--- config.mk ---
export PLATFORM = sky130hd
export DESIGN_NAME = gat_spmm
export DESIGN_NICKNAME = d
export VERILOG_FILES = /design/src/hw/gat_dims_pkg.sv /design/src/hw/gat_mem_pkg.sv /design/src/hw/gat_spmm.sv
export SDC_FILE = /design/constraint.sdc
export NUM_CORES = 1
export LEC_CHECK = 0
export BUFFER_PORTS_ARGS = -buffer_cell sky130_fd_sc_hd__buf_2
export CAP_MARGIN = 20
export CORE_ASPECT_RATIO = 0.7
export CORE_MARGIN = 5
export CORE_UTILIZATION = 45
export CTS_BUF_LIST = sky130_fd_sc_hd__clkbuf_8 sky130_fd_sc_hd__clkbuf_16
export DETAILED_ROUTE_END_ITERATION = 8
export GPL_ROUTABILITY_DRIVEN = 0
export SLEW_MARGIN = 15
export SYNTH_ARGS = -nofsm -noshare
export SYNTH_HDL_FRONTEND = slang
export SYNTH_SLANG_ARGS = --single-unit
--- constraint.sdc ---
create_clock -name clk -period 10.7 [get_ports clk]
set_input_delay 1.07 -clock clk [delete_from_list [all_inputs] [get_ports clk]]
set_output_delay 1.07 -clock clk [all_outputs]
set_load 0.02 [all_outputs]
--- src/hw/gat_dims_pkg.sv ---
`default_nettype none

package gat_dims_pkg;

  // Feature values, weights and attention elements
  localparam int DATA_W = 8;
  typedef logic signed [DATA_W-1:0] data_t;

  // One WH element that wraps at this width
  localparam int WH_W = 12;
  typedef logic signed [WH_W-1:0] wh_t;

  // Scores and coefficients wrap the same way
  localparam int SCORE_W = 19;
  typedef logic signed [SCORE_W-1:0] score_t;

  // Largest layer the memory layouts are sized for
  localparam int MAX_FEATURE_IN  = 16;
  localparam int MAX_FEATURE_OUT = 8;

endpackage

`default_nettype wire

--- src/hw/gat_mem_pkg.sv ---
`default_nettype none

package gat_mem_pkg;

  localparam int COL_IDX_W   = $clog2(gat_dims_pkg::MAX_FEATURE_IN);
  // Row length counts up to MAX_FEATURE_IN inclusive
  localparam int ROW_LEN_W   = $clog2(gat_dims_pkg::MAX_FEATURE_IN) + 1;
  localparam int H_ADDR_W    = 10;
  localparam int NODE_ADDR_W = 8;

  // Weight memory holds W row-major by input feature followed by a-self and a-neighbour
  localparam int WGT_ADDR_W  = $clog2(gat_dims_pkg::MAX_FEATURE_IN * gat_dims_pkg::MAX_FEATURE_OUT
                                      + 2 * gat_dims_pkg::MAX_FEATURE_OUT);

  // One nonzero of H
  typedef struct packed {
    gat_dims_pkg::data_t    value;
    logic [COL_IDX_W-1:0]   col_idx;
  } h_entry_t;

  // Per-node row descriptor
  typedef struct packed {
    logic [ROW_LEN_W-1:0]   row_len;
    logic                   first;
  } node_info_t;

endpackage

`default_nettype wire

--- src/hw/gat_spmm.sv ---
`timescale 1ns/1ps
`default_nettype none

module gat_spmm #(
  parameter int NUM_FEATURE_IN  = 8,
  parameter int NUM_FEATURE_OUT = 4
) (
  input  logic                                      clk,
  input  logic                                      rst_n,
  input  logic                                      acc_clr_i,
  input  logic                                      acc_en_i,
  input  gat_mem_pkg::h_entry_t                     h_entry_i,
  input  gat_dims_pkg::data_t [NUM_FEATURE_OUT-1:0] w_row_i,
  output gat_dims_pkg::wh_t   [NUM_FEATURE_OUT-1:0] wh_o
);

  import gat_dims_pkg::*;

  logic                       col_ok;
  logic signed [2*DATA_W-1:0] prod [NUM_FEATURE_OUT];

  // Entries beyond the layer width add nothing
  assign col_ok = (int'(h_entry_i.col_idx) < NUM_FEATURE_IN);

  always_comb begin
    for (int j = 0; j < NUM_FEATURE_OUT; j++) begin
      prod[j] = $signed(h_entry_i.value) * $signed(w_row_i[j]);
    end
  end

  // One accumulator per output feature that wraps at WH_W
  always_ff @(posedge clk or negedge rst_n) begin
    if (!rst_n) begin
      wh_o <= '0;
    end else if (acc_clr_i) begin
      wh_o <= '0;
    end else if (acc_en_i && col_ok) begin
      for (int j = 0; j < NUM_FEATURE_OUT; j++) begin
        wh_o[j] <= wh_o[j] + wh_t'(prod[j]);
      end
    end
  end

endmodule

`default_nettype wire

* Word level (Yosys, flattened, before mapping) *
Cells that the tools add are included.

storage, ports and cells
  flip-flop bits (word level) = 48
  bits of input ports = 48
  logic and storage cells = 17

operators by class
  add/sub/neg operators = 4
  $mul = 4
  magnitude comparators = 1
  multiplexer cells = 2
  reduce and logical (&&, ||, !) cells = 2

operator list
  operator                                            number
  48-bit 2-to-1 mux                                   2
  12-bit adder                                        4
  8-bit by 8-bit multiplier with 12-bit output        4
  4-bit less-than comparator (second input constant)  1
  2-bit nonzero test                                  1
  1-bit logical AND                                   1

* Longest topological paths before layout *
  depth after elaboration = 4
  depth in mapped cells = 19
  gate-level depth less buffers = 18

* Least setup slack after synthesis *
No wires, ideal clock.

  kind = input-to-reg
  start = in h_entry_i[8] (netlist name)
  end = reg wh_o[47] (netlist name)
  setup time = 0.131 ns
  arrival = 5.362 ns
  data required time = 10.569 ns
  slack = 5.207 ns
  stages = 16
  path buffers = 2
  path through = clkbuf_1 clkbuf_1 nand2_1 fa_1 fa_1 inv_1 fa_1 fa_1 fa_1 ha_1 nand2_1 o21ai_1 or4_1 a31oi_4 xnor2_1 o21ai_1

between the ends
  word-level cells in the longest chain between the ends = 4

RTL lines
  what                                          RTL line        RTL
  start: declaration                            gat_spmm.sv:12  input gat_mem_pkg::h_entry_t h_entry_i,
  8-bit by 8-bit multiplier with 12-bit output  gat_spmm.sv:27  prod[j] = $signed(h_entry_i.value) * $signed(w_row_i[j]);
  12-bit adder                                  gat_spmm.sv:39  wh_o[j] <= wh_o[j] + wh_t'(prod[j]);
  48-bit 2-to-1 mux                             gat_spmm.sv:37  end else if (acc_en_i && col_ok) begin
  48-bit 2-to-1 mux                             gat_spmm.sv:35  end else if (acc_clr_i) begin
  end signal: indexed assignment                gat_spmm.sv:39
  end: declaration                              gat_spmm.sv:14  output gat_dims_pkg::wh_t [NUM_FEATURE_OUT-1:0] wh_o

No other way between the ends. The select of a mux whose other input is x is not followed.
A chain may end at the register's enable or synchronous reset.

* Worst setup path in the final report *
  start = in h_entry_i[11] (netlist name)
  end = reg wh_o[35] (netlist name)

Same word-level chain as after synthesis.

==> metrics.cfg <==
[clock_network]
cts_resized=0
cts.htree.levels=2
clock-root-buffer=clkbuf_16
clockBufferDepth=2
numCtsBuffers=5
clock_latency_ns=0.30
cts_hold_buffers=0
post_cts_buffers=0
cts_tree=built
clk_pin_slew_ns=0.07
cts_sinks=48

[finish]
nets=1450
final_cells=1382
ff_latch_area_um2=1200
final_util_pct=50.0
antennaDiodeCount=0
final_cell_mix=201 x inv_1, 188 x fa_1, 121 x nand2_1
postLayoutCellArea_um2=10900
reg.largest.list=wh_o: 48 flops
final_common_cell=inv_1
multi_input_area_um2=7990
top_register=wh_o
fill_cells=2093
drive_above_1_share_pct=10.1
syn_to_final_growth_pct=8.35
largest_reg_flops=48

[sta]
holdWs_ns=0.516
rsz0062_at_grt=no
fin_crit_sh_pct=52.9
setup_viol=0
skew_ns=0.00281
maxSlewHeadroom_pct=54.2
tns_ns=0
fmax_ghz=0.177
worst_slew_pin_slew_ns=0.687
post-route-min-period_ns=5.66
fin_ws_ns=5.04
drv_slew=0
hold_viol=0

[synthesis]
seq_area_frac_synth_pct=11.9
synth_top_area_share_pct=37.4
yosys_warnings=0
ys_top_cells_by_area=fa_1 37%, ha_1 14%, dfrtp_1 12%
syn_nets=1383
synth_edf_count=0
syn_avg_cell_area_um2=9.73
synth.cell_area_um2=10100
synthArstFlopShare_pct=100
synth_cells=1035
synth_ff_type=dfrtp_1
synth_area_leader_cell=fa_1
ys_seq_elements=48
ys_types=36

[route]
avgViaCountPerCell=4.90
drcViolationCount=0
dr_total_vias=6778
antenna_left=0
drt-total-wl_um=22600
wl_per_cell_um=16.4
initialDrtViolationCount=246
dr.pass1.iters=4

[critical_path]
crit_required_ns=10.88
timing.rr.start=wh_o[42]$_DFFE_PN0P_
startpoint=h_entry_i[11]
critPathMaxFanout=20
arrival_ns=5.84
worst-setup-path-type=input pin to flip-flop
start_kind=input pin
worst_setup_path_end_kind=flip-flop

[global_routing]
antenna_found_initial=0
grt_pass1_wl_um=38700
grt_pass1_vias=7230
grt_start_max_net_pins=49
grt_usage_pct=18.9
grt.overflow.total=0

[power]
power.leakage_nw=5.74
ir_worst_vdd_mv=0.125
powerDensity_nw_per_um2=230
power_mw=2.51

[placed_design]
post_dp_cell_area_um2=10800
placed_cells=1377
place_hpwl_um=17800
pre_cts_ws_ns=4.72
port-buffer-count=92

[floorplanning]
die_area_um2=25500
coreArea_um2=21800
start_util_pct=46.1
die_h_um=135
io_pins=96
die_w_um=189
row_count=45

[run]
drv_cap=0

[min_path]
worstHoldStart=wh_o[18]$_DFFE_PN0P_
hp-class=flip-flop to flip-flop

[status]
status=finished clean

-- cell type report --
cell class | count | share of cell area, %
multi-input cells | 750 | 73.2
flip-flops and latches | 48 | 11.0
inverters | 201 | 6.91
repair buffers | 96 | 4.49
well taps | 282 | 3.23
clock buffers | 5 | 1.15
-- routing by layer --
metal | up-vias | GRT usage [%] | part of all wire [%]
met5 | - | 0 | 0
met4 | 0 | 1.94 | 0.42
met3 | 9 | 3.27 | 4.8
met2 | 132 | 27.8 | 41
met1 | 3368 | 30.3 | 54
li1 | 3269 | - | -
-- synthesized netlist by cell type, types with 11 or more instances --
cell type,count
dfrtp_1,48
nand2b_1,13
clkbuf_1,30
xnor2_1,51
nand2_1,121
nor2_1,16
fa_1,188
o21ai_1,11
a22o_1,22
and2_1,119
o21ai_0,22
ha_1,112
inv_1,201
-- power breakdown --
| group | switching, mW | total, mW | internal [mW] |
|---|---|---|---|
| Combinational | 1.09 | 2.09 | 1.01 |
| Clock | 0.0775 | 0.161 | 0.0833 |
| Sequential | 0.0386 | 0.259 | 0.220 |
| Total | 1.20 | 2.51 | 1.31 |
-- critical path: stages --
cell and delay (ns):
buf_2 0.35, and2_1 0.39, inv_1 0.10, fa_1 0.49, inv_1 0.05, fa_1 0.49
fa_1 0.61, fa_1 0.46, fa_1 0.46, ha_1 0.34, nand2_1 0.08, o21ai_1 0.09
or4_1 0.41, a31oi_1 0.21, xnor2_1 0.14, o21ai_1 0.08
-- worst paths after layout --
check,slack (ns),endpoint,cells past startpoint
min in group asynchronous,0.89,wh_o[17]$_DFFE_PN0P_,2
max in group asynchronous,9.35,wh_o[31]$_DFFE_PN0P_,2
worst min-delay path,0.52,wh_o[18]$_DFFE_PN0P_,2
worst max-delay path,5.04,wh_o[35]$_DFFE_PN0P_,16
worst min register to register,0.52,wh_o[18]$_DFFE_PN0P_,2
worst max register to register,6.10,wh_o[47]$_DFFE_PN0P_,16
-- kinds of logic after synthesis --
kind of cell	synth area share (%)
DFF	11.9
buffers and inverters	8.92
adders and majority gates	51.3
xor gates and xnor gates	6.94
AOI/OAI and AO/OA	5.79
and+or+nand+nor	15.1
No activity file was read; power rests on OpenSTA's default activity.
