File: src/hw/gat_dims_pkg.sv
`default_nettype none

package gat_dims_pkg;

  // Feature values, weights and attention elements
  localparam int DATA_W = 8;
  typedef logic signed [DATA_W-1:0] data_t;

  // One WH element that wraps at this width
  localparam int WH_W = 12;
  typedef logic signed [WH_W-1:0] wh_t;

  // Scores and coefficients wrap the same way
  localparam int SCORE_W = 19;
  typedef logic signed [SCORE_W-1:0] score_t;

  // Largest layer the memory layouts are sized for
  localparam int MAX_FEATURE_IN  = 16;
  localparam int MAX_FEATURE_OUT = 8;

endpackage

`default_nettype wire

File: src/hw/gat_mem_pkg.sv
`default_nettype none

package gat_mem_pkg;

  localparam int COL_IDX_W   = $clog2(gat_dims_pkg::MAX_FEATURE_IN);
  // Row length counts up to MAX_FEATURE_IN inclusive
  localparam int ROW_LEN_W   = $clog2(gat_dims_pkg::MAX_FEATURE_IN) + 1;
  localparam int H_ADDR_W    = 10;
  localparam int NODE_ADDR_W = 8;

  // Weight memory holds W row-major by input feature followed by a-self and a-neighbour
  localparam int WGT_ADDR_W  = $clog2(gat_dims_pkg::MAX_FEATURE_IN * gat_dims_pkg::MAX_FEATURE_OUT
                                      + 2 * gat_dims_pkg::MAX_FEATURE_OUT);

  // One nonzero of H
  typedef struct packed {
    gat_dims_pkg::data_t    value;
    logic [COL_IDX_W-1:0]   col_idx;
  } h_entry_t;

  // Per-node row descriptor
  typedef struct packed {
    logic [ROW_LEN_W-1:0]   row_len;
    logic                   first;
  } node_info_t;

endpackage

`default_nettype wire

File: src/hw/gat_score.sv
`timescale 1ns/1ps
`default_nettype none

module gat_score #(
  parameter int NUM_FEATURE_OUT = 4
) (
  input  logic                                      clk,
  input  logic                                      rst_n,
  input  logic                                      row_done_i,
  input  logic                                      first_i,
  input  logic [gat_mem_pkg::NODE_ADDR_W-1:0]       node_idx_i,
  input  gat_dims_pkg::wh_t   [NUM_FEATURE_OUT-1:0] wh_i,
  input  gat_dims_pkg::data_t [NUM_FEATURE_OUT-1:0] a_self_i,
  input  gat_dims_pkg::data_t [NUM_FEATURE_OUT-1:0] a_neigh_i,
  output logic                                      node_vld_o,
  output logic [gat_mem_pkg::NODE_ADDR_W-1:0]       node_idx_o,
  output gat_dims_pkg::wh_t   [NUM_FEATURE_OUT-1:0] wh_o,
  output gat_dims_pkg::score_t                      coef_o
);

  import gat_dims_pkg::*;

  score_t self_score;
  score_t neigh_score;
  score_t centre_q;
  score_t centre_now;

  function automatic score_t dot(input data_t [NUM_FEATURE_OUT-1:0] a,
                                 input wh_t   [NUM_FEATURE_OUT-1:0] v);
    score_t                          sum;
    logic signed [DATA_W+WH_W-1:0]   prod;
    sum = '0;
    for (int j = 0; j < NUM_FEATURE_OUT; j++) begin
      prod = $signed(a[j]) * $signed(v[j]);
      sum  = sum + score_t'(prod);
    end
    return sum;
  endfunction

  assign self_score  = dot(a_self_i, wh_i);
  assign neigh_score = dot(a_neigh_i, wh_i);

  // A first node is its own centre
  assign centre_now  = first_i ? self_score : centre_q;

  always_ff @(posedge clk or negedge rst_n) begin
    if (!rst_n) begin
      node_vld_o <= 1'b0;
      centre_q   <= '0;
    end else begin
      node_vld_o <= row_done_i;
      if (row_done_i) begin
        centre_q <= centre_now;
      end
    end
  end

  always_ff @(posedge clk) begin
    if (row_done_i) begin
      node_idx_o <= node_idx_i;
      wh_o       <= wh_i;
      coef_o     <= centre_now + neigh_score;
    end
  end

endmodule

`default_nettype wire

File: config.mk
export PLATFORM = sky130hd
export DESIGN_NAME = gat_score
export DESIGN_NICKNAME = d
export VERILOG_FILES = /design/src/hw/gat_dims_pkg.sv /design/src/hw/gat_mem_pkg.sv /design/src/hw/gat_score.sv
export SDC_FILE = /design/constraint.sdc
export NUM_CORES = 2
export LEC_CHECK = 0
export ABC_AREA = 1
export ABC_CLOCK_PERIOD_IN_PS = 11300
export BUFFER_PORTS_ARGS = -buffer_cell sky130_fd_sc_hd__buf_2
export CORE_AREA = 2 2 305 307
export DETAILED_ROUTE_END_ITERATION = 6
export DIE_AREA = 0 0 307 309
export GPL_TIMING_DRIVEN = 1
export PLACE_DENSITY = 0.47
export SYNTH_ARGS = -nofsm -noshare
export SYNTH_HDL_FRONTEND = slang
export SYNTH_SLANG_ARGS = --single-unit
File: constraint.sdc
create_clock -name clk -period 11.3 [get_ports clk]
set_clock_uncertainty 0.15 [all_clocks]
set_input_delay 0.565 -clock clk [delete_from_list [all_inputs] [get_ports clk]]
set_output_delay 0.565 -clock clk [all_outputs]
set_load 0.01 [all_outputs]
# Word level (Yosys, flattened, before mapping)
# Index checks and enable logic that the tools add are counted.
# word_totals
ff_bits	95
# op_classes
n_addsub	7
n_mul	8
mux	1
# op_table
operator	count
$mul 8x12->19	8
$add 19x19->19	7
$mux 19	1

# Depth between registers and ports, before layout
# depth
word_depth	6
ltp_mapped	63
depth_no_buf	62

# Worst setup path after synthesis
# OpenSTA, ideal clock, no wires.
# synth_timing
kind	input-to-reg
startpoint	input a_self_i[27] in the netlist's numbering
endpoint	register coef_o[18], data pin
stages	53
setup_ps	252
path_slack_ps	-1090
path_buffers	1
required_ps	10898
arrival_ps	11988
path_cell_list	clkbuf_1 > nand2_1 > fa_1 > inv_1 > fa_1 > inv_1 > fa_1 > inv_1 > fa_1 > fa_1 > fa_1 > inv_1 > fa_1 > fa_1 > inv_1 > ha_1 > a21oi_1 > nand2_1 > [17 not listed] > inv_1 > fa_1 > inv_1 > fa_1 > inv_1 > ha_1 > nand2_1 > nor2_1 > nand3_1 > o2111ai_1 > a31oi_1 > nor2_1 > nor2_1 > inv_1 > a21oi_1 > inv_1 > nand2_1 > nand2_1
# synth_via
elab_chain_len	4
# synth_rtl
element	line_no	source
start, declared	gat_score.sv:13	input gat_dims_pkg::data_t [NUM_FEATURE_OUT-1:0] a_self_i,
$mul 8x12->19	gat_score.sv:34	prod = $signed(a[j]) * $signed(v[j]);
$add 19x19->19	gat_score.sv:35	sum = sum + score_t'(prod);
$mux 19	gat_score.sv:44	assign centre_now = first_i ? self_score : centre_q;
$add 19x19->19	gat_score.sv:62	coef_o <= centre_now + neigh_score;
end signal, assigned	gat_score.sv:62	
end, declared	gat_score.sv:18	output gat_dims_pkg::score_t coef_o
# No other way between the ends.
# A chain may end at the register's enable or synchronous reset.

# Worst setup path after layout
# layout_timing
startpoint	input a_self_i[26] in the netlist's numbering
endpoint	register coef_o[18], data pin
# Same word-level chain as after synthesis.

==> reports/results.txt <==
Asr flop ratio synth: 21.1%
Maximum root-to-sink buffer count: 2
CTS tree: done
Worst Hold Class: in -> reg
Max stage delay on crit path: 590 ps
Worst skew pair latency: 440 ps
Violated checks: setup timing
Drt pass-1 iters: 5
Max Clock Freq: 0.0835 GHz
Max-slew headroom: 43.4%
Die Width: 307 um
Syn_nets: 4855
Synth Flop Type: edfxtp_1
Number of distinct library cells after synthesis: 32
Overflow after GRT: 0
Port bufs: 199
Antenna Cells: 0
Routability cong.: 0.881
Slew Viols, Final: 0
Actual slew at the worst max-slew pin: 845 ps
First-pass GRT wire length: 147 mm
HPWL after DPL: 85.9 mm
Layout cell share with drive strength beyond 1: 16.4%
Post-synth EDFFs: 75
Cell taking the most area after synthesis: fa_1
Post-synthesis sequential area ratio: 8.67%
Vias after detailed routing: 23.3k
FF+latch count, synth: 95
Critical Path RT: 11350 ps
Layout area overhead: 17.8%
Setup WS pre-CTS: -1440 ps
# setup viols final: 10
Clk sinks: 95
Final Util: 40.9%
Starting Density: 34.7%
Via-to-Cell Ratio: 4.38
WL per Instance: 17.9 um
Largest cells by area after synthesis: fa_1 (51%), inv_1 (15%), nand2_1 (11%)
Nets: 5249
Min setup slack post-route: -677 ps
Slowest CP cell: fa_1
Syn Area/Cell: 8.51 um^2
Initial DRC count: 1054
Most numerous cell in the Yosys netlist: inv_1
Cell row count: 111
Commonest cells in the netlist: inv_1 (1309), nand2_1 (940), fa_1 (801)
DIE HEIGHT: 309 um
Post-synth top area share: 50.5%
Endpoints failing hold: 0
Residual DRC: 0
CP endpoint kind: flip-flop
Multi-input logic area: 0.0242 mm^2
CP most frequent cell: fa_1
Final wirelength: 95.4 mm
H-tree Lvls: 3
Clock transition at path regs: 100 ps
Vias in the first global route: 25.4k
FILL cells: 9424
Post-DRT Antenna Nets: 0
Synthesized area: 0.0317 mm^2
IO Pins: 200
Startpoint types: input pin
CTS Buf Count: 9
Post-layout min period: 11980 ps
Root buffer cell: clkbuf_16
Yosys Warn Count: 0
Register area: 0.00275 mm^2
Final Cycle Share: 106%
Worst setup path class: in -> reg
Synth Instances: 3732
Largest net degree at the start of global routing: 52
Initial antenna violation count: 6
RSZ-0062 raised after global routing: true
Total track usage: 21.2%
Max-cap viol count: 0
Die ar.: 0.0949 mm^2
Worst Path Arrival: 12020 ps
Core ar.: 0.0914 mm^2
Outcome: complete, but fails checks
Max FO, Critical Path: 4
==> through the flow <==
step	setup TNS (ps)	instances	cell area [um^2]	hold WS, ps
after global routing	-7900	5317	37400	140
after detailed placement	-12650	5289	36400	309
final	-3820	5317	37400	163
after global placement	-12230	5289	36400	309
after floorplan	-1470	3732	32200	119
after CTS	-3860	5315	37200	138
==> cell families (layout without fill, tap and decap cells) <==
| family | count (synthesis) | in the layout | share of synthesized area, % |
|---|---|---|---|
| compound gates | 87 | 87 | 1.52 |
| fa+ha+maj | 999 | 999 | 58.3 |
| simple gates | 1054 | 1054 | 12.8 |
| flops | 95 | 95 | 8.67 |
| xor+xnor | 59 | 59 | 1.63 |
| buf+inv | 1438 | 1837 | 17.0 |
==> sequential cells by signal, summed over array words and instances, names as in the netlist <==
register    cells
node_vld_o      1
node_idx_o      8
coef_o         19
centre_q       19
wh_o           48
==> area by class of cell <==
cell class	count	share of cell area [%]
Inverter	1311	13.2
Timing Repair Buffer	510	9.80
Multi-Input combinational cell	2199	64.8
Tap cell	1186	3.97
Clock buffer	9	0.602
Sequential cell	95	7.36
Clock inverter	7	0.251
==> final timing paths <==
kind,startpoint,end,slack [ps],cells past startpoint
setup / recovery,a_self_i[26],coef_o[18],-680,54
hold / removal,node_idx_i[0],node_idx_o[0],160,1
setup reg to reg,centre_q[5],coef_o[18],4280,29
hold reg to reg,centre_q[15],centre_q[15],330,2
max in group asynchronous,rst_n,centre_q[10],10130,2
min in group asynchronous,rst_n,centre_q[9],490,2
==> what timing repair did <==
| action | CTS | global route |
|---|---|---|
| setup buffers | 11 | 2 |
| hold endpoints to repair | 20 | 0 |
| setup endpoints to repair | 12 | 13 |
| pin swaps | 55 | 25 |
| hold buffers | 1 | 0 |
| resized for setup | 130 | 41 |
==> worst max-delay path, delay by kind of cell <==
kind            cells  cell delay [ps]
fa+ha+maj          18             8440
simple gates       13              940
buf+inv            14              830
compound gates      8             1110
xor+xnor            1              130
==> per-layer routing <==
layer  part of all wire [%]  global-route usage (%)  up-vias
met5                  0.025                       0        -
met4                    2.4                    5.12        4
met3                    3.5                    2.48       73
met2                     53                    39.4      368
met1                     41                    26.0    11800
li1                       -                       -    11000
==> cell usage in the layout, fill, tap and decap left out, drive strengths merged <==
cell	Yosys	routed
inv	1311	1313
nand2	941	941
fa	801	801
buf	6	505
ha	198	198
edfxtp	75	75
nor2	47	47
nand3	41	41
o21ai	41	41
xor2	36	36
a21oi	27	27
xnor2	23	23
dfrtp	20	20
or2	17	17
clkbuf	121	13
a21o	5	5
nand3b	4	4
a31oi	4	4
o22ai	3	3
clkinv	0	3
o31ai	3	3
clkinvlp	0	2
nor3	2	2
nor4	1	1
a211oi	1	1
nand4	1	1
o2111ai	1	1
a221o	1	1
o21a	1	1
dlygate4sd3	0	1
Power is left out: the tool's default activity adds up to more than one toggle a clock period on the data nets, which glitch-free logic cannot reach.
