$ cat src/hw/gat_dims_pkg.sv
`default_nettype none

package gat_dims_pkg;

  // Feature values, weights and attention elements
  localparam int DATA_W = 8;
  typedef logic signed [DATA_W-1:0] data_t;

  // One WH element that wraps at this width
  localparam int WH_W = 12;
  typedef logic signed [WH_W-1:0] wh_t;

  // Scores and coefficients wrap the same way
  localparam int SCORE_W = 19;
  typedef logic signed [SCORE_W-1:0] score_t;

  // Largest layer the memory layouts are sized for
  localparam int MAX_FEATURE_IN  = 16;
  localparam int MAX_FEATURE_OUT = 8;

endpackage

`default_nettype wire

$ cat src/hw/gat_mem_pkg.sv
`default_nettype none

package gat_mem_pkg;

  localparam int COL_IDX_W   = $clog2(gat_dims_pkg::MAX_FEATURE_IN);
  // Row length counts up to MAX_FEATURE_IN inclusive
  localparam int ROW_LEN_W   = $clog2(gat_dims_pkg::MAX_FEATURE_IN) + 1;
  localparam int H_ADDR_W    = 10;
  localparam int NODE_ADDR_W = 8;

  // Weight memory holds W row-major by input feature followed by a-self and a-neighbour
  localparam int WGT_ADDR_W  = $clog2(gat_dims_pkg::MAX_FEATURE_IN * gat_dims_pkg::MAX_FEATURE_OUT
                                      + 2 * gat_dims_pkg::MAX_FEATURE_OUT);

  // One nonzero of H
  typedef struct packed {
    gat_dims_pkg::data_t    value;
    logic [COL_IDX_W-1:0]   col_idx;
  } h_entry_t;

  // Per-node row descriptor
  typedef struct packed {
    logic [ROW_LEN_W-1:0]   row_len;
    logic                   first;
  } node_info_t;

endpackage

`default_nettype wire

$ cat src/hw/gat_counters.sv
`timescale 1ns/1ps
`default_nettype none

module gat_counters #(
  parameter int NUM_FEATURE_IN  = 8,
  parameter int NUM_FEATURE_OUT = 4,
  parameter int TOTAL_NODES     = 12
) (
  input  logic                                clk,
  input  logic                                rst_n,
  input  logic                                cnt_clr_i,
  input  logic                                wload_cnt_en_i,
  input  logic                                node_cnt_en_i,
  input  logic                                row_load_i,
  input  logic                                row_cnt_en_i,
  input  gat_mem_pkg::node_info_t             node_info_i,
  output logic [gat_mem_pkg::WGT_ADDR_W-1:0]  wgt_addr_o,
  output logic [gat_mem_pkg::NODE_ADDR_W-1:0] node_addr_o,
  output logic [gat_mem_pkg::H_ADDR_W-1:0]    h_addr_o,
  output logic [gat_mem_pkg::NODE_ADDR_W-1:0] node_idx_o,
  output logic                                first_o,
  output logic                                wload_last_o,
  output logic                                row_last_o,
  output logic                                row_empty_o,
  output logic                                node_last_o
);

  import gat_mem_pkg::*;

  localparam int WGT_WORDS = NUM_FEATURE_IN * NUM_FEATURE_OUT + 2 * NUM_FEATURE_OUT;

  // Entries still to be addressed in the current row
  logic [ROW_LEN_W-1:0] row_rem_q;

  always_ff @(posedge clk or negedge rst_n) begin
    if (!rst_n) begin
      wgt_addr_o  <= '0;
      node_addr_o <= '0;
      h_addr_o    <= '0;
      node_idx_o  <= '0;
      first_o     <= 1'b0;
      row_rem_q   <= '0;
    end else if (cnt_clr_i) begin
      wgt_addr_o  <= '0;
      node_addr_o <= '0;
      h_addr_o    <= '0;
      node_idx_o  <= '0;
      first_o     <= 1'b0;
      row_rem_q   <= '0;
    end else begin
      if (wload_cnt_en_i) begin
        wgt_addr_o <= wgt_addr_o + 1'b1;
      end
      if (node_cnt_en_i) begin
        node_addr_o <= node_addr_o + 1'b1;
      end
      // H pointer runs on across rows
      if (row_cnt_en_i) begin
        h_addr_o <= h_addr_o + 1'b1;
      end
      // Held for the score stage that trails the next descriptor read
      if (row_load_i) begin
        row_rem_q  <= node_info_i.row_len;
        first_o    <= node_info_i.first;
        node_idx_o <= node_addr_o;
      end else if (row_cnt_en_i) begin
        row_rem_q <= row_rem_q - 1'b1;
      end
    end
  end

  assign wload_last_o = (wgt_addr_o == WGT_ADDR_W'(WGT_WORDS - 1));
  assign node_last_o  = (node_addr_o == NODE_ADDR_W'(TOTAL_NODES - 1));
  assign row_last_o   = (row_rem_q == ROW_LEN_W'(1));
  assign row_empty_o  = (node_info_i.row_len == '0);

endmodule

`default_nettype wire

$ cat config.mk
export PLATFORM = sky130hd
export DESIGN_NAME = gat_counters
export DESIGN_NICKNAME = d
export VERILOG_FILES = /design/src/hw/gat_dims_pkg.sv /design/src/hw/gat_mem_pkg.sv /design/src/hw/gat_counters.sv
export SDC_FILE = /design/constraint.sdc
export NUM_CORES = 1
export LEC_CHECK = 0
export BUFFER_PORTS_ARGS = -buffer_cell sky130_fd_sc_hd__buf_2
export CELL_PAD_IN_SITES_DETAIL_PLACEMENT = 0
export CELL_PAD_IN_SITES_GLOBAL_PLACEMENT = 1
export CORE_MARGIN = 2
export CORE_UTILIZATION = 42
export DETAILED_ROUTE_END_ITERATION = 16
export GPL_ROUTABILITY_DRIVEN = 0
export GPL_TIMING_DRIVEN = 0
export PLACE_DENSITY_LB_ADDON = 0.1
export SLEW_MARGIN = 10
export SYNTH_ARGS = -nofsm -noshare
export SYNTH_HDL_FRONTEND = slang
export SYNTH_SLANG_ARGS = --single-unit
export TNS_END_PERCENT = 20
$ cat constraint.sdc
create_clock -name clk -period 2.3 [get_ports clk]
set_input_delay 0.46 -clock clk [delete_from_list [all_inputs] [get_ports clk]]
set_output_delay 0.46 -clock clk [all_outputs]
set_load 0.01 [all_outputs]
### Yosys cells after proc, flatten, opt, wreduce, memory -nomap -nowiden

Cells that the tools add are included.
Widths: inputs -> output; s select.

* flip-flop bits (word level): 40
* bits of input ports: 13
* output and inout bits: 39
* logic and storage cells: 32

* add/subtract/negate cells: 4
* equality and inequality tests: 3
* multiplexer cells: 13
* reduce and logical (&&, ||, !) cells: 6

Operators by type and width (number)
* $mux 8: 6
* $mux 10: 2
* $add 8x1->8 const B: 2
* $mux 5: 3
* $add 10x1->10 const B: 1
* $eq 8x4->1 const B: 1
* $eq 8x6->1 const B: 1
* $reduce_bool 2->1: 4
* $eq 5x1->1 const B: 1
* $logic_not 5->1: 1
* $sub 5x1->5 const B: 1
* $reduce_bool 3->1: 1
* $mux 1: 2

### Depth between registers and ports, before layout

* word-level depth: 4
* mapped depth: 5
* depth with buffers taken out: 5

### Worst setup path after synthesis

No wires, ideal clock.

* path type: reg2out
* from: reg wgt_addr_o[0] in the netlist's numbering
* to: out wload_last_o
* arrival: 1153 ps
* data required time: 1840 ps
* path slack: 687 ps
* stages on the path, launching flop included: 4
* path buffers: 0
* cell sequence: dfrtp_1 ha_1 nand2_1 nor4_1

* longest elaborated chain between the ends: 1

Ends and longest elaborated chain
* from (decl): RTL line gat_counters.sv:17 `output logic [gat_mem_pkg::WGT_ADDR_W-1:0] wgt_addr_o,`
* from (signal assigned): RTL line gat_counters.sv:52 `wgt_addr_o <= wgt_addr_o + 1'b1;`
* $eq 8x6->1: RTL line gat_counters.sv:72 `assign wload_last_o = (wgt_addr_o == WGT_ADDR_W'(WGT_WORDS - 1));`
* to (decl): RTL line gat_counters.sv:22 `output logic wload_last_o,`

No other way between the ends.

### Final worst setup path

Same ends and word-level chain as after synthesis.

==> impl.org <==
** Yosys
- Async set or reset register ratio after synthesis :: 1.00
- Counting every net in the synthesized netlist gives about 210.
- After synthesis the cells add up to between 0.0015 and 0.002 sq mm.
- The most common cell in the synthesized netlist is dfrtp_1.
- The share of synthesized area in the top cell type comes to 0.525.
- Fraction of the yosys area taken by sequential cells :: 0.525
- Most frequent cells after synthesis :: dfrtp_1 (40), nor2_1 (32), mux2i_1 (13), nand2_1 (13)
- Synthesized area per cell :: slightly above 10 sq um
- Count of flip-flops with a built-in enable after synthesis :: 0
- Cells taking the most area after synthesis :: dfrtp_1 (52%), mux2i_1 (6.8%), nor2_1 (6.3%), xor2_1 (5.1%), ha_1 (3.3%)
- The number of different library cells used by synthesis comes to 28.
- Ys Warns :: 0
- Number of register bits inferred by synthesis :: 40
- Cell taking the most area after synthesis :: dfrtp_1
- Gate Count Post-Synth :: about 190
- Top FF cell, synth :: dfrtp_1

** Layout
- Area taken by flip-flops and latches :: roughly 0.001 sq mm
- Post-Layout Inst Area :: ~0.0023 sq mm
- Area growth from synthesis to layout :: 22.4%
- Summing all multi-input logic gate instances after layout gives approximately 850 sq um.
- The final layout contains between 200 and 300 nets.
- Of the cells placed in the final design, the portion with a size suffix greater than 1 is 0.261.
- Fillers :: around 420
- The repair_antennas step left the layout with diodes totalling 0.

** Route
- The final layout contains routed wiring with a total length of ~4100 um.
- The first routing iteration left 68 violations.
- After detailed routing, the number of vias per cell comes to 5.20.
- In the routed design, unresolved DRC markers number 0.
- DRT Pass-1 Iters :: 4
- Number of nets with antenna violations after detailed routing :: 0
- The final route contains roughly 1500 vias.
- Dividing the detail-routed wire length by the instance count gives 14.0 um.

** STA
- Share of the clock period used by the worst path after layout :: 0.835
- Final setup fails :: 0
- Static timing analysis puts the maximum clock frequency at 521 MHz.
- For the final database, setup skew stands at around 0.0076 ns.
- In this run the tightest slew margin relative to its limit is 0.409.
- The count of pins over their slew limit is 0.
- Post-route setup TNS :: 0 ns
- Slew @ Worst Pin :: 0.886 ns
- RSZ-0062 raised after global routing :: false
- Clock period minus worst slack :: 1.92 ns
- The number of endpoints with negative hold slack in the final report was 0.

** Clock network
- Clock latency on the worst-skew pair, taken at its later pin, is 0.29 ns.
- TritonCTS built the clock tree.
- The H-tree generated during clock tree synthesis spans 2 levels.
- Cell chosen for the clock root :: clkbuf_8
- # clock sinks :: 40
- The number of clock buffers added by TritonCTS is 5.
- The number of hold buffers added after CTS was 0.
- No sink is reached through more buffers than the 2 on the longest clock path.
- Clock-pin slew was measured on the worst setup and hold paths at roughly 0.080 ns.
- Count of buffers added by post-CTS timing repair for setup :: 0
- After clock tree synthesis, the repair step resized 0 gates.

** Placement
- After legalization and detailed placement, the total HPWL measured slightly below 3000 um.
- During placement, the flow inserted port buffers numbering 50.
- Total cell area at the placement stage :: between 0.002 and 0.0025 sq mm

** GRT
- Summed over all layers, the global routing overflow is 0.
- In the global route stage, overall resource usage came out at 0.170.
- The first global-routing pass estimated slightly below 7000 um of wire.
- The number of antenna violations at the first check in global routing is 0.
- Entering global routing, the biggest net connects 41 pins.
- The number of global-route vias before repair is about 1500.

** Worst setup path
- Start-to-end type of the worst setup path :: reg2out
- Worst EP arrival :: 1.46 ns
- Kind of capture point of the worst setup path :: output pin
- The critical path goes through ha_1 > nand2_1 > nor4_1 > buf_2.
- Highest-delay cell along the critical path :: dfrtp_1
- The worst setup path is launched from a flop.
- On the worst path, the slowest cell contributes a delay of 0.45 ns.
- Of all nets on the critical path, the largest fanout is 6.
- Required time of the critical path :: approximately 1.8 ns

** Min path
- The path class of the tightest hold or removal check is in2async.

** Power
- Dividing total power by cell area gives a power density of between 600 and 700 mW/mm^2.
- The share of total power dissipated in combinational logic is 0.093.
- Max VDD drop :: slightly above 0.4 mV
- The analysis attributes to cell leakage a power of between 1 and 1.5 nW.
- In this run the power spent charging and discharging nets is 0.359 mW.
- The share of total power dissipated in sequential elements is 0.513.
- The internal power of the cells totals ~1.1 mW.
- Of the total power, the share spent switching nets is 0.246.
- Of the total power, the clock network draws 0.393.

** Status
- Result of the run :: completed

** Die
- In this run the vertical extent of the chip is a little over 70 um.
- For this configuration, the core starts out at a cell density of 0.438.
- The total area inside the core boundary comes to about 0.0044 sq mm.
- In this run the count of I/O pins placed on the die edge is between 50 and 60.
- Row Count :: 24
- The die is roughly 71 um wide.
- The die covers roughly 0.005 sq mm.

** Job
- The tool flagged a number of max-cap violations equal to 0.
[worst max-delay path: cells and delay by family, from the launching register on]
family        cells  cell delay [ns]
fa+ha+maj         1             0.22
buf+inv           1             0.18
flops             1             0.45
simple gates      2             0.32
[cell families (layout without fill, tap and decap cells)]
logic type               after synthesis  count (layout)  synth area share
AO/OA/AOI/OAI                         26              26            0.0781
flip-flops                            40              40             0.525
multiplexers                          14              14            0.0741
buffers and inverters                 12              70            0.0269
adder cells (fa/ha/maj)                5               5            0.0328
AND/OR/NAND/NOR                       75              75             0.194
XOR/XNOR                              15              15            0.0689
[registers in the layout, indices dropped and copies added, names as in the netlist]
signal	count
first_o	1
wgt_addr_o	8
node_addr_o	8
h_addr_o	10
node_idx_o	8
row_rem_q	5
[stage by stage]
step | setup slack, ns | power, mW | utilization | cells | hold WS (ns)
floorplan | 0.687 | 0.840 | - | 187 | 0.164
global placement | 0.550 | 0.901 | 0.510 | 289 | 0.499
detailed placement | 0.534 | 0.903 | 0.510 | 289 | 0.509
CTS | 0.337 | 1.48 | 0.536 | 297 | 0.325
global route | 0.223 | 1.52 | 0.536 | 297 | 0.355
finish | 0.380 | 1.46 | 0.536 | 297 | 0.288
[layout by cell type, fill, tap and decap left out, types with 7 or more instances in the layout]
cell / count
a21oi_1: 11
buf_2: 52
dfrtp_1: 40
mux2i_1: 13
nand2_1: 13
nand4_1: 8
nor2_1: 32
o21ai_0: 8
or3_1: 7
xor2_1: 11
[area by class of cell]
class                      count  share of cell area
sequential                    40               0.429
buffer                         7              0.0139
clock buffer                   5              0.0295
tap                           52              0.0279
clock inverter                 3              0.0182
inverter                       5             0.00804
timing repair buffer          50               0.107
multi-input combinational    135               0.366
[power by group through the flow]
stage,logic [mW],clock network [mW],registers (mW)
2_1_floorplan,0.0743,0,0.766
3_3_place_gp,0.139,0,0.763
3_5_place_dp,0.139,0,0.764
4_1_cts,0.141,0.588,0.750
5_1_grt,0.157,0.614,0.753
6_report,0.136,0.574,0.749
[worst paths after layout]
kind / from / endpoint / slack, ns / cells past startpoint
max reg2reg: row_rem_q[0]$_DFFE_PN0P_ / row_rem_q[4]$_DFFE_PN0P_ / 0.80 / 5
min in group clk: node_info_i[0] / first_o$_DFFE_PN0P_ / 0.42 / 3
min: rst_n / row_rem_q[4]$_DFFE_PN0P_ / 0.29 / 1
max: wgt_addr_o[0]$_DFFE_PN0P_ / wload_last_o / 0.38 / 4
max in group asynchronous: rst_n / wgt_addr_o[5]$_DFFE_PN0P_ / 1.46 / 1
min reg2reg: node_idx_o[2]$_DFFE_PN0P_ / node_idx_o[2]$_DFFE_PN0P_ / 0.52 / 2
[routing by layer]
| metal | global-route usage | wire [um] | vias to the layer above |
|---|---|---|---|
| li1 | - | - | 769 |
| met1 | 0.222 | 1930 | 738 |
| met4 | 0.0503 | 26 | 0 |
| met5 | 0 | 0 | - |
| met2 | 0.276 | 1980 | 34 |
| met3 | 0.0478 | 207 | 2 |
(Power assumes the default switching activity.)
