===== src/hw/gat_ctrl.sv =====
`timescale 1ns/1ps
`default_nettype none

module gat_ctrl (
  input  logic clk,
  input  logic rst_n,
  input  logic req_i,
  input  logic wload_last_i,
  input  logic row_last_i,
  input  logic row_empty_i,
  input  logic node_last_i,
  output logic ack_o,
  output logic wload_cnt_en_o,
  output logic wload_en_o,
  output logic node_cnt_en_o,
  output logic row_load_o,
  output logic row_cnt_en_o,
  output logic acc_clr_o,
  output logic acc_en_o,
  output logic row_done_o,
  output logic cnt_clr_o
);

  typedef enum logic [2:0] {
    IDLE,
    LOAD_W,
    INFO_RD,
    INFO_LATCH,
    ROW,
    SCORE,
    ACK
  } state_t;

  state_t state_q;
  state_t state_d;
  logic   node_end;
  logic   row_end_q;
  logic   ack_dly_q;

  // Last H address of the current node goes out this cycle
  assign node_end = (state_q == INFO_LATCH && row_empty_i) || (state_q == ROW && row_last_i);

  always_comb begin
    state_d = state_q;
    case (state_q)
      IDLE:       if (req_i) state_d = LOAD_W;
      LOAD_W:     if (wload_last_i) state_d = INFO_RD;
      INFO_RD:    state_d = INFO_LATCH;
      INFO_LATCH: begin
        if (!row_empty_i) begin
          state_d = ROW;
        end else begin
          state_d = node_last_i ? SCORE : INFO_RD;
        end
      end
      ROW:        if (row_last_i) state_d = node_last_i ? SCORE : INFO_RD;
      // Wait for the final row to drain
      SCORE:      if (row_done_o) state_d = ACK;
      ACK:        if (!req_i) state_d = IDLE;
      default:    state_d = IDLE;
    endcase
  end

  assign wload_cnt_en_o = (state_q == LOAD_W);
  assign row_load_o     = (state_q == INFO_LATCH);
  assign row_cnt_en_o   = (state_q == ROW);
  assign node_cnt_en_o  = node_end && !node_last_i;
  assign cnt_clr_o      = (state_q == IDLE);

  always_ff @(posedge clk or negedge rst_n) begin
    if (!rst_n) begin
      state_q    <= IDLE;
      wload_en_o <= 1'b0;
      acc_en_o   <= 1'b0;
      acc_clr_o  <= 1'b0;
      row_end_q  <= 1'b0;
      row_done_o <= 1'b0;
      ack_dly_q  <= 1'b0;
      ack_o      <= 1'b0;
    end else begin
      state_q    <= state_d;
      // Read data trails its address by one cycle
      wload_en_o <= (state_q == LOAD_W);
      acc_en_o   <= (state_q == ROW);
      // Lands on the latch cycle as the previous WH is taken
      acc_clr_o  <= (state_q == INFO_RD);
      row_end_q  <= (state_q == ROW) && row_last_i;
      row_done_o <= row_end_q || (state_q == INFO_LATCH && row_empty_i);
      ack_dly_q  <= (state_q == ACK) && req_i;
      ack_o      <= ack_dly_q && req_i;
    end
  end

endmodule

`default_nettype wire


===== config.mk =====
export PLATFORM = sky130hd
export DESIGN_NAME = gat_ctrl
export DESIGN_NICKNAME = d
export VERILOG_FILES = /design/src/hw/gat_ctrl.sv
export SDC_FILE = /design/constraint.sdc
export NUM_CORES = 1
export LEC_CHECK = 0
export BUFFER_PORTS_ARGS = -buffer_cell sky130_fd_sc_hd__buf_2
export CAP_MARGIN = 30
export CORE_AREA = 2 2 39 41
export CTS_CLUSTER_DIAMETER = 150
export CTS_CLUSTER_SIZE = 28
export DETAILED_ROUTE_END_ITERATION = 10
export DIE_AREA = 0 0 41 43
export GPL_ROUTABILITY_DRIVEN = 0
export GPL_TIMING_DRIVEN = 0
export HOLD_SLACK_MARGIN = 0.08
export PLACE_DENSITY_LB_ADDON = 0.12
export REMOVE_ABC_BUFFERS = 1
export SLEW_MARGIN = 20
export SYNTH_ARGS = -nofsm -noshare
export SYNTH_HDL_FRONTEND = slang
export SYNTH_SLANG_ARGS = --single-unit
export TNS_END_PERCENT = 20

===== constraint.sdc =====
create_clock -name clk -period 1.61 [get_ports clk]
set_input_delay 0.4025 -clock clk [delete_from_list [all_inputs] [get_ports clk]]
set_output_delay 0.4025 -clock clk [all_outputs]
set_load 0.05 [all_outputs]

Word-level counts from Yosys, hierarchy flattened --
Index checks and enable logic that the tools add are counted.
Storage, ports and cells: register bits 10, word-level logic and storage cells 37, output and inout port bits 10, input port bits 7
Operators by class: mux-type cells 8, reduce and logical (&&, ||, !) cells 10, equality and inequality tests 11
Operator list (number):
- 3-bit two-way mux | 7
- 3-bit one-hot mux with 7 select lines | 1
- 2-bit != test, second input constant | 5
- 3-bit equality test, second input constant | 3
- 3-bit by 2-bit equality test with 1-bit output, second input constant | 2
- 1-bit logical AND | 5
- 5-bit AND reduction | 1
- 3-bit by 1-bit equality test with 1-bit output, second input constant | 1
- 3-bit logical NOT | 1
- 1-bit logical OR | 2
- 1-bit logical NOT | 1

Logic depth before layout (Yosys ltp) --
word-level depth 4, depth in mapped cells 5, depth with buffers taken out 4

Least setup slack after synthesis --
No wires, ideal clock.
path kind register -> output, start reg state_q[2], end out node_cnt_en_o, data required time 1.207 ns, arrival time 2.356 ns, stages on the path, launching flop included 6, setup slack -1.148 ns, buffers on the path 1, path through dfrtp_1 > buf_2 > or2b_1 > nor2_1 > a22oi_1 > nor2_1
On the way: word-level cells in the longest chain between the ends 4, elaborated cells on any way between the ends 6, classes of those cells eq/ne (2); reduce/logical (4)
RTL lines:
- start: declaration | line 34 | state_t state_q;
- start signal: assignment | line 81 | state_q <= state_d;
- 3-bit by 2-bit equality test with 1-bit output
- via row_load_o | line 16 | output logic row_load_o,
- 1-bit logical AND | line 41 | assign node_end = (state_q == INFO_LATCH && row_empty_i) || (state_q == ROW && row_last_i);
- 1-bit logical OR | line 41
- 1-bit logical AND | line 67 | assign node_cnt_en_o = node_end && !node_last_i;
- end: declaration | line 15 | output logic node_cnt_en_o,
The timed path passes the listed nets, and every way through them passes these cells.

Worst setup path in the final report --
start reg state_q[0], end out wload_cnt_en_o
On the way: word-level cells in the longest chain between the ends 1
RTL lines:
- 3-bit by 1-bit equality test with 1-bit output | line 64 | assign wload_cnt_en_o = (state_q == LOAD_W);
- end: declaration | line 13 | output logic wload_cnt_en_o,
No other way between the ends.

==> report_table.html <==
<table>
<tr><th>Metric</th><th>Value</th></tr>
<tr><th colspan="2">Worst setup path</th></tr>
<tr><td>Data arrival at the endpoint of the critical path</td><td>1.44 ns</td></tr>
<tr><td>WP data required</td><td>1.21 ns</td></tr>
<tr><td>Startpoint-to-endpoint class of the critical path</td><td>reg -&gt; out</td></tr>
<tr><td>Max FO, Critical Path</td><td>9</td></tr>
<tr><td>R2R cell count</td><td>6</td></tr>
<tr><td>Startpoint of the worst register-to-register path</td><td>state_q[2]</td></tr>
<tr><td>Element type at the critical path end</td><td>output port</td></tr>
<tr><td>Type of origin of the critical path</td><td>flop</td></tr>
<tr><td>Capture point of the worst reg-to-reg path</td><td>state_q[2]</td></tr>
<tr><td>Setup slack of the worst register-to-register path</td><td>-0.03 ns</td></tr>
<tr><th colspan="2">Placed design</th></tr>
<tr><td>Place WS</td><td>-0.214 ns</td></tr>
<tr><td>PortBufs</td><td>16</td></tr>
<tr><td>Cell total after placement</td><td>77</td></tr>
<tr><th colspan="2">Cells and area</th></tr>
<tr><td>Filler cell count</td><td>131</td></tr>
<tr><td>Synth-to-Final Area Change</td><td>43.7%</td></tr>
<tr><td>Layout cells sized above 1</td><td>0.493</td></tr>
<tr><td>Nets@finish</td><td>81</td></tr>
<tr><td>Antenna cells</td><td>0</td></tr>
<tr><td>Fin cells</td><td>89</td></tr>
<tr><th colspan="2">STA</th></tr>
<tr><td>Period minus WS final</td><td>1.84 ns</td></tr>
<tr><td>Setup slack after layout</td><td>-0.231 ns</td></tr>
<tr><td>Highest attainable clock frequency</td><td>543 MHz</td></tr>
<tr><td>Final setup violation count</td><td>6</td></tr>
<tr><td>Final critical-path share of the clock period</td><td>1.14</td></tr>
<tr><td>Slew of the pin with the lowest slew margin</td><td>0.293 ns</td></tr>
<tr><td>Worst slack on hold paths</td><td>0.380 ns</td></tr>
<tr><td>Final hold violations</td><td>0</td></tr>
<tr><td>Relative max-transition margin</td><td>0.803</td></tr>
<tr><td>RSZ-0062 raised after global routing</td><td>true</td></tr>
<tr><td>Count of pins over their slew limit</td><td>0</td></tr>
<tr><td>Post-Route Skew</td><td>0.00259 ns</td></tr>
<tr><th colspan="2">Die</th></tr>
<tr><td>Width of the die</td><td>41 um</td></tr>
<tr><td>Area of the core</td><td>1380 sq um</td></tr>
<tr><td>Height of the die</td><td>43 um</td></tr>
<tr><td>Initial standard-cell utilization of the core</td><td>0.356</td></tr>
<tr><td>DIE AREA</td><td>1760 sq um</td></tr>
<tr><td>Row Count</td><td>14</td></tr>
<tr><td>IO Count</td><td>17</td></tr>
<tr><th colspan="2">Routing</th></tr>
<tr><td>Number of design-rule violations left by the first detailed-router iteration</td><td>34</td></tr>
<tr><td>First-pass iteration count of the detailed router</td><td>6</td></tr>
<tr><td>Post-route DRC</td><td>0</td></tr>
<tr><td>Average routed wire per standard cell</td><td>13.9 um</td></tr>
<tr><td>Vias after detailed routing</td><td>468</td></tr>
<tr><td>Total wirelength of the detailed-routed design</td><td>1240 um</td></tr>
<tr><td>Average vias per placed instance</td><td>5.26</td></tr>
<tr><td>Remaining number of nets flagged by the antenna check after routing</td><td>0</td></tr>
<tr><th colspan="2">Clock tree</th></tr>
<tr><td>Clock tree from TritonCTS</td><td>yes</td></tr>
<tr><td>Clk root buf</td><td>sky130_fd_sc_hd__clkbuf_4</td></tr>
<tr><td>Skew-Pair Late Insertion Delay</td><td>0.26 ns</td></tr>
<tr><td>CTS max path bufs</td><td>2</td></tr>
<tr><td>Clock transition at the register clock pins on the worst setup and hold paths after CTS</td><td>0.07 ns</td></tr>
<tr><td>Clock Sink Count</td><td>10</td></tr>
<tr><td>CTS buffer count</td><td>3</td></tr>
<tr><td>CTS H-Tree Depth</td><td>1</td></tr>
<tr><th colspan="2">Logic synthesis</th></tr>
<tr><td>Share of the yosys chip area belonging to registers</td><td>0.508</td></tr>
<tr><td>Synthesized area per cell</td><td>10.3 sq um</td></tr>
<tr><td>Post-synth design cell area</td><td>493 sq um</td></tr>
<tr><td>Warnings from Yosys</td><td>0</td></tr>
<tr><td>Number of synthesized register bits</td><td>10</td></tr>
<tr><td>Area share of the largest cell type after synthesis</td><td>0.508</td></tr>
<tr><td>Synthesized instance count</td><td>48</td></tr>
<tr><td>Post-synth top area cell</td><td>sky130_fd_sc_hd__dfrtp_1</td></tr>
<tr><td>Count of distinct cell types in the synthesized netlist</td><td>26</td></tr>
<tr><td>Top area cells in the synthesized netlist</td><td>sky130_fd_sc_hd__dfrtp_1, sky130_fd_sc_hd__nor2_1, sky130_fd_sc_hd__nor3_1</td></tr>
<tr><th colspan="2">GRT</th></tr>
<tr><td>Pin count of the biggest net entering global routing</td><td>11</td></tr>
<tr><td>Total routing resource utilization after global routing</td><td>0.165</td></tr>
<tr><td>Initial antenna violation count</td><td>0</td></tr>
<tr><td>Grt ovf</td><td>0</td></tr>
<tr><td>Wire length of the first global-routing pass</td><td>1870 um</td></tr>
<tr><td>Vias in the first global route</td><td>413</td></tr>
<tr><th colspan="2">Min path</th></tr>
<tr><td>Worst min-delay path category</td><td>in -&gt; reg</td></tr>
<tr><td>Worst hold path depth</td><td>2</td></tr>
<tr><td>Worst hold path startpoint</td><td>req_i</td></tr>
<tr><td>Hold worst-path end</td><td>ack_o</td></tr>
<tr><th colspan="2">Run status</th></tr>
<tr><td>Violations in the final reports</td><td>setup timing</td></tr>
<tr><td>Outcome</td><td>finished, violations left</td></tr>
<tr><th colspan="2">Power</th></tr>
<tr><td>Static leakage</td><td>0.000373 uW</td></tr>
<tr><td>PnR Total Power</td><td>1560 uW</td></tr>
<tr><td>Pwr dens</td><td>2200 nW/um^2</td></tr>
<tr><td>Peak supply drop</td><td>0.000867 V</td></tr>
<tr><th colspan="2">Run</th></tr>
<tr><td>Max-cap viol count</td><td>0</td></tr>
</table>
how the worst max path moves through the flow:
stage	start	depth (start not counted)	endpoint	slack (ns)
global route	state_q[2]	5	node_cnt_en_o	-0.31
detailed placement	state_q[2]	5	node_cnt_en_o	-0.21
finish	state_q[0]	3	wload_cnt_en_o	-0.23
CTS	state_q[2]	5	node_cnt_en_o	-0.26
global placement	state_q[2]	5	node_cnt_en_o	-0.18
floorplan	state_q[2]	4	node_cnt_en_o	-1.11
report_power, final:
part / internal (uW) / leakage, uW / switching [uW]
logic: 356 / 0.000223 / 567
registers: 333 / 0.000129 / 77.1
clock network: 137 / 0.0000210 / 89.9
total: 826 / 0.000373 / 734
sequential cells by signal, indices dropped and copies added (netlist names):
signal and count:
state_q 3, acc_clr_o 1, acc_en_o 1, ack_dly_q 1
ack_o 1, row_done_o 1, row_end_q 1, wload_en_o 1
cells in the final DEF, fill, tap and decap left out, drive strengths merged:
| master | count |
|---|---|
| clkbuf | 4 |
| nand2b | 2 |
| dfrtp | 10 |
| mux2 | 1 |
| buf | 23 |
| and3b | 1 |
| and2 | 2 |
| a31oi | 1 |
| inv | 3 |
| mux2i | 1 |
| or2 | 1 |
| a21o | 2 |
| nor3 | 3 |
| nor2 | 5 |
| a211o | 1 |
| o22ai | 1 |
| a21boi | 1 |
| a211oi | 1 |
| or2b | 1 |
| nand2 | 1 |
| o21ai | 3 |
| nand3 | 1 |
| a32oi | 1 |
| dlygate4sd3 | 1 |
| nor2b | 1 |
| a22oi | 1 |
per-layer routing:
| layer | part of all wire | vias to the layer above | GRT usage |
|---|---|---|---|
| li1 | - | 217 | - |
| met2 | 0.47 | 28 | 0.222 |
| met3 | 0.078 | 0 | 0.0471 |
| met4 | 0 | 0 | 0.0800 |
| met5 | 0 | - | 0 |
| met1 | 0.45 | 223 | 0.236 |
what timing repair did:
item | in CTS | in global routing
setup endpoints to repair | 5 | 6
setup buffers | 7 | 0
pin swaps | 3 | 2
hold buffers | 1 | 0
resized for setup | 13 | 1
endpoints found under the hold margin | 10 | 0
per-stage QoR:
step / TNS (ns) / cell area, sq um / utilization
2_1_floorplan: -2.73 / 472 / -
4_1_cts: -0.872 / 706 / 0.510
5_1_grt: -1.25 / 708 / 0.512
3_3_place_gp: -0.215 / 572 / 0.413
3_5_place_dp: -0.310 / 572 / 0.413
6_report: -0.853 / 708 / 0.512
synth_stat cells:
cell type,n
sky130_fd_sc_hd__or2_0,1
sky130_fd_sc_hd__mux2_4,1
sky130_fd_sc_hd__a21boi_0,1
sky130_fd_sc_hd__dfrtp_1,10
sky130_fd_sc_hd__nand3_1,1
sky130_fd_sc_hd__a211o_1,1
sky130_fd_sc_hd__and2_1,2
sky130_fd_sc_hd__nand2_1,1
sky130_fd_sc_hd__a21o_2,1
sky130_fd_sc_hd__a21o_1,1
sky130_fd_sc_hd__nor2_1,5
sky130_fd_sc_hd__nor2b_1,1
sky130_fd_sc_hd__buf_6,1
sky130_fd_sc_hd__a22oi_1,1
sky130_fd_sc_hd__a32oi_1,1
sky130_fd_sc_hd__a211oi_2,1
sky130_fd_sc_hd__buf_2,2
sky130_fd_sc_hd__nand2b_1,2
sky130_fd_sc_hd__nor3_1,3
sky130_fd_sc_hd__o21ai_0,3
sky130_fd_sc_hd__o22ai_1,1
sky130_fd_sc_hd__a31oi_1,1
sky130_fd_sc_hd__or2b_1,1
sky130_fd_sc_hd__inv_1,3
sky130_fd_sc_hd__mux2i_1,1
sky130_fd_sc_hd__and3b_1,1
final cells by class:
class | count | area, sq um | share of cell area
Timing Repair Buffer | 24 | 164 | 0.231
Multi-Input combinational cell | 32 | 223 | 0.314
Sequential cell | 10 | 254 | 0.359
Tap cell | 16 | 20.0 | 0.0283
Inverter | 3 | 11.3 | 0.0159
Clock buffer | 4 | 36.3 | 0.0512
critical path: stages, from the launching register on:
cell	delay [ns]
sky130_fd_sc_hd__dfrtp_2	0.49
sky130_fd_sc_hd__inv_1	0.13
sky130_fd_sc_hd__nor3_1	0.30
sky130_fd_sc_hd__buf_4	0.26
cell families (layout without fill, tap and decap cells):
kind of cell,count (synthesis),count (layout),synth area share
multiplexers,2,2,0.0508
flip-flops,10,10,0.508
AO/OA/AOI/OAI,12,12,0.180
buffers and inverters,6,31,0.0660
AND/OR/NAND/NOR,18,18,0.195
Power figures use the tool's default switching activity.
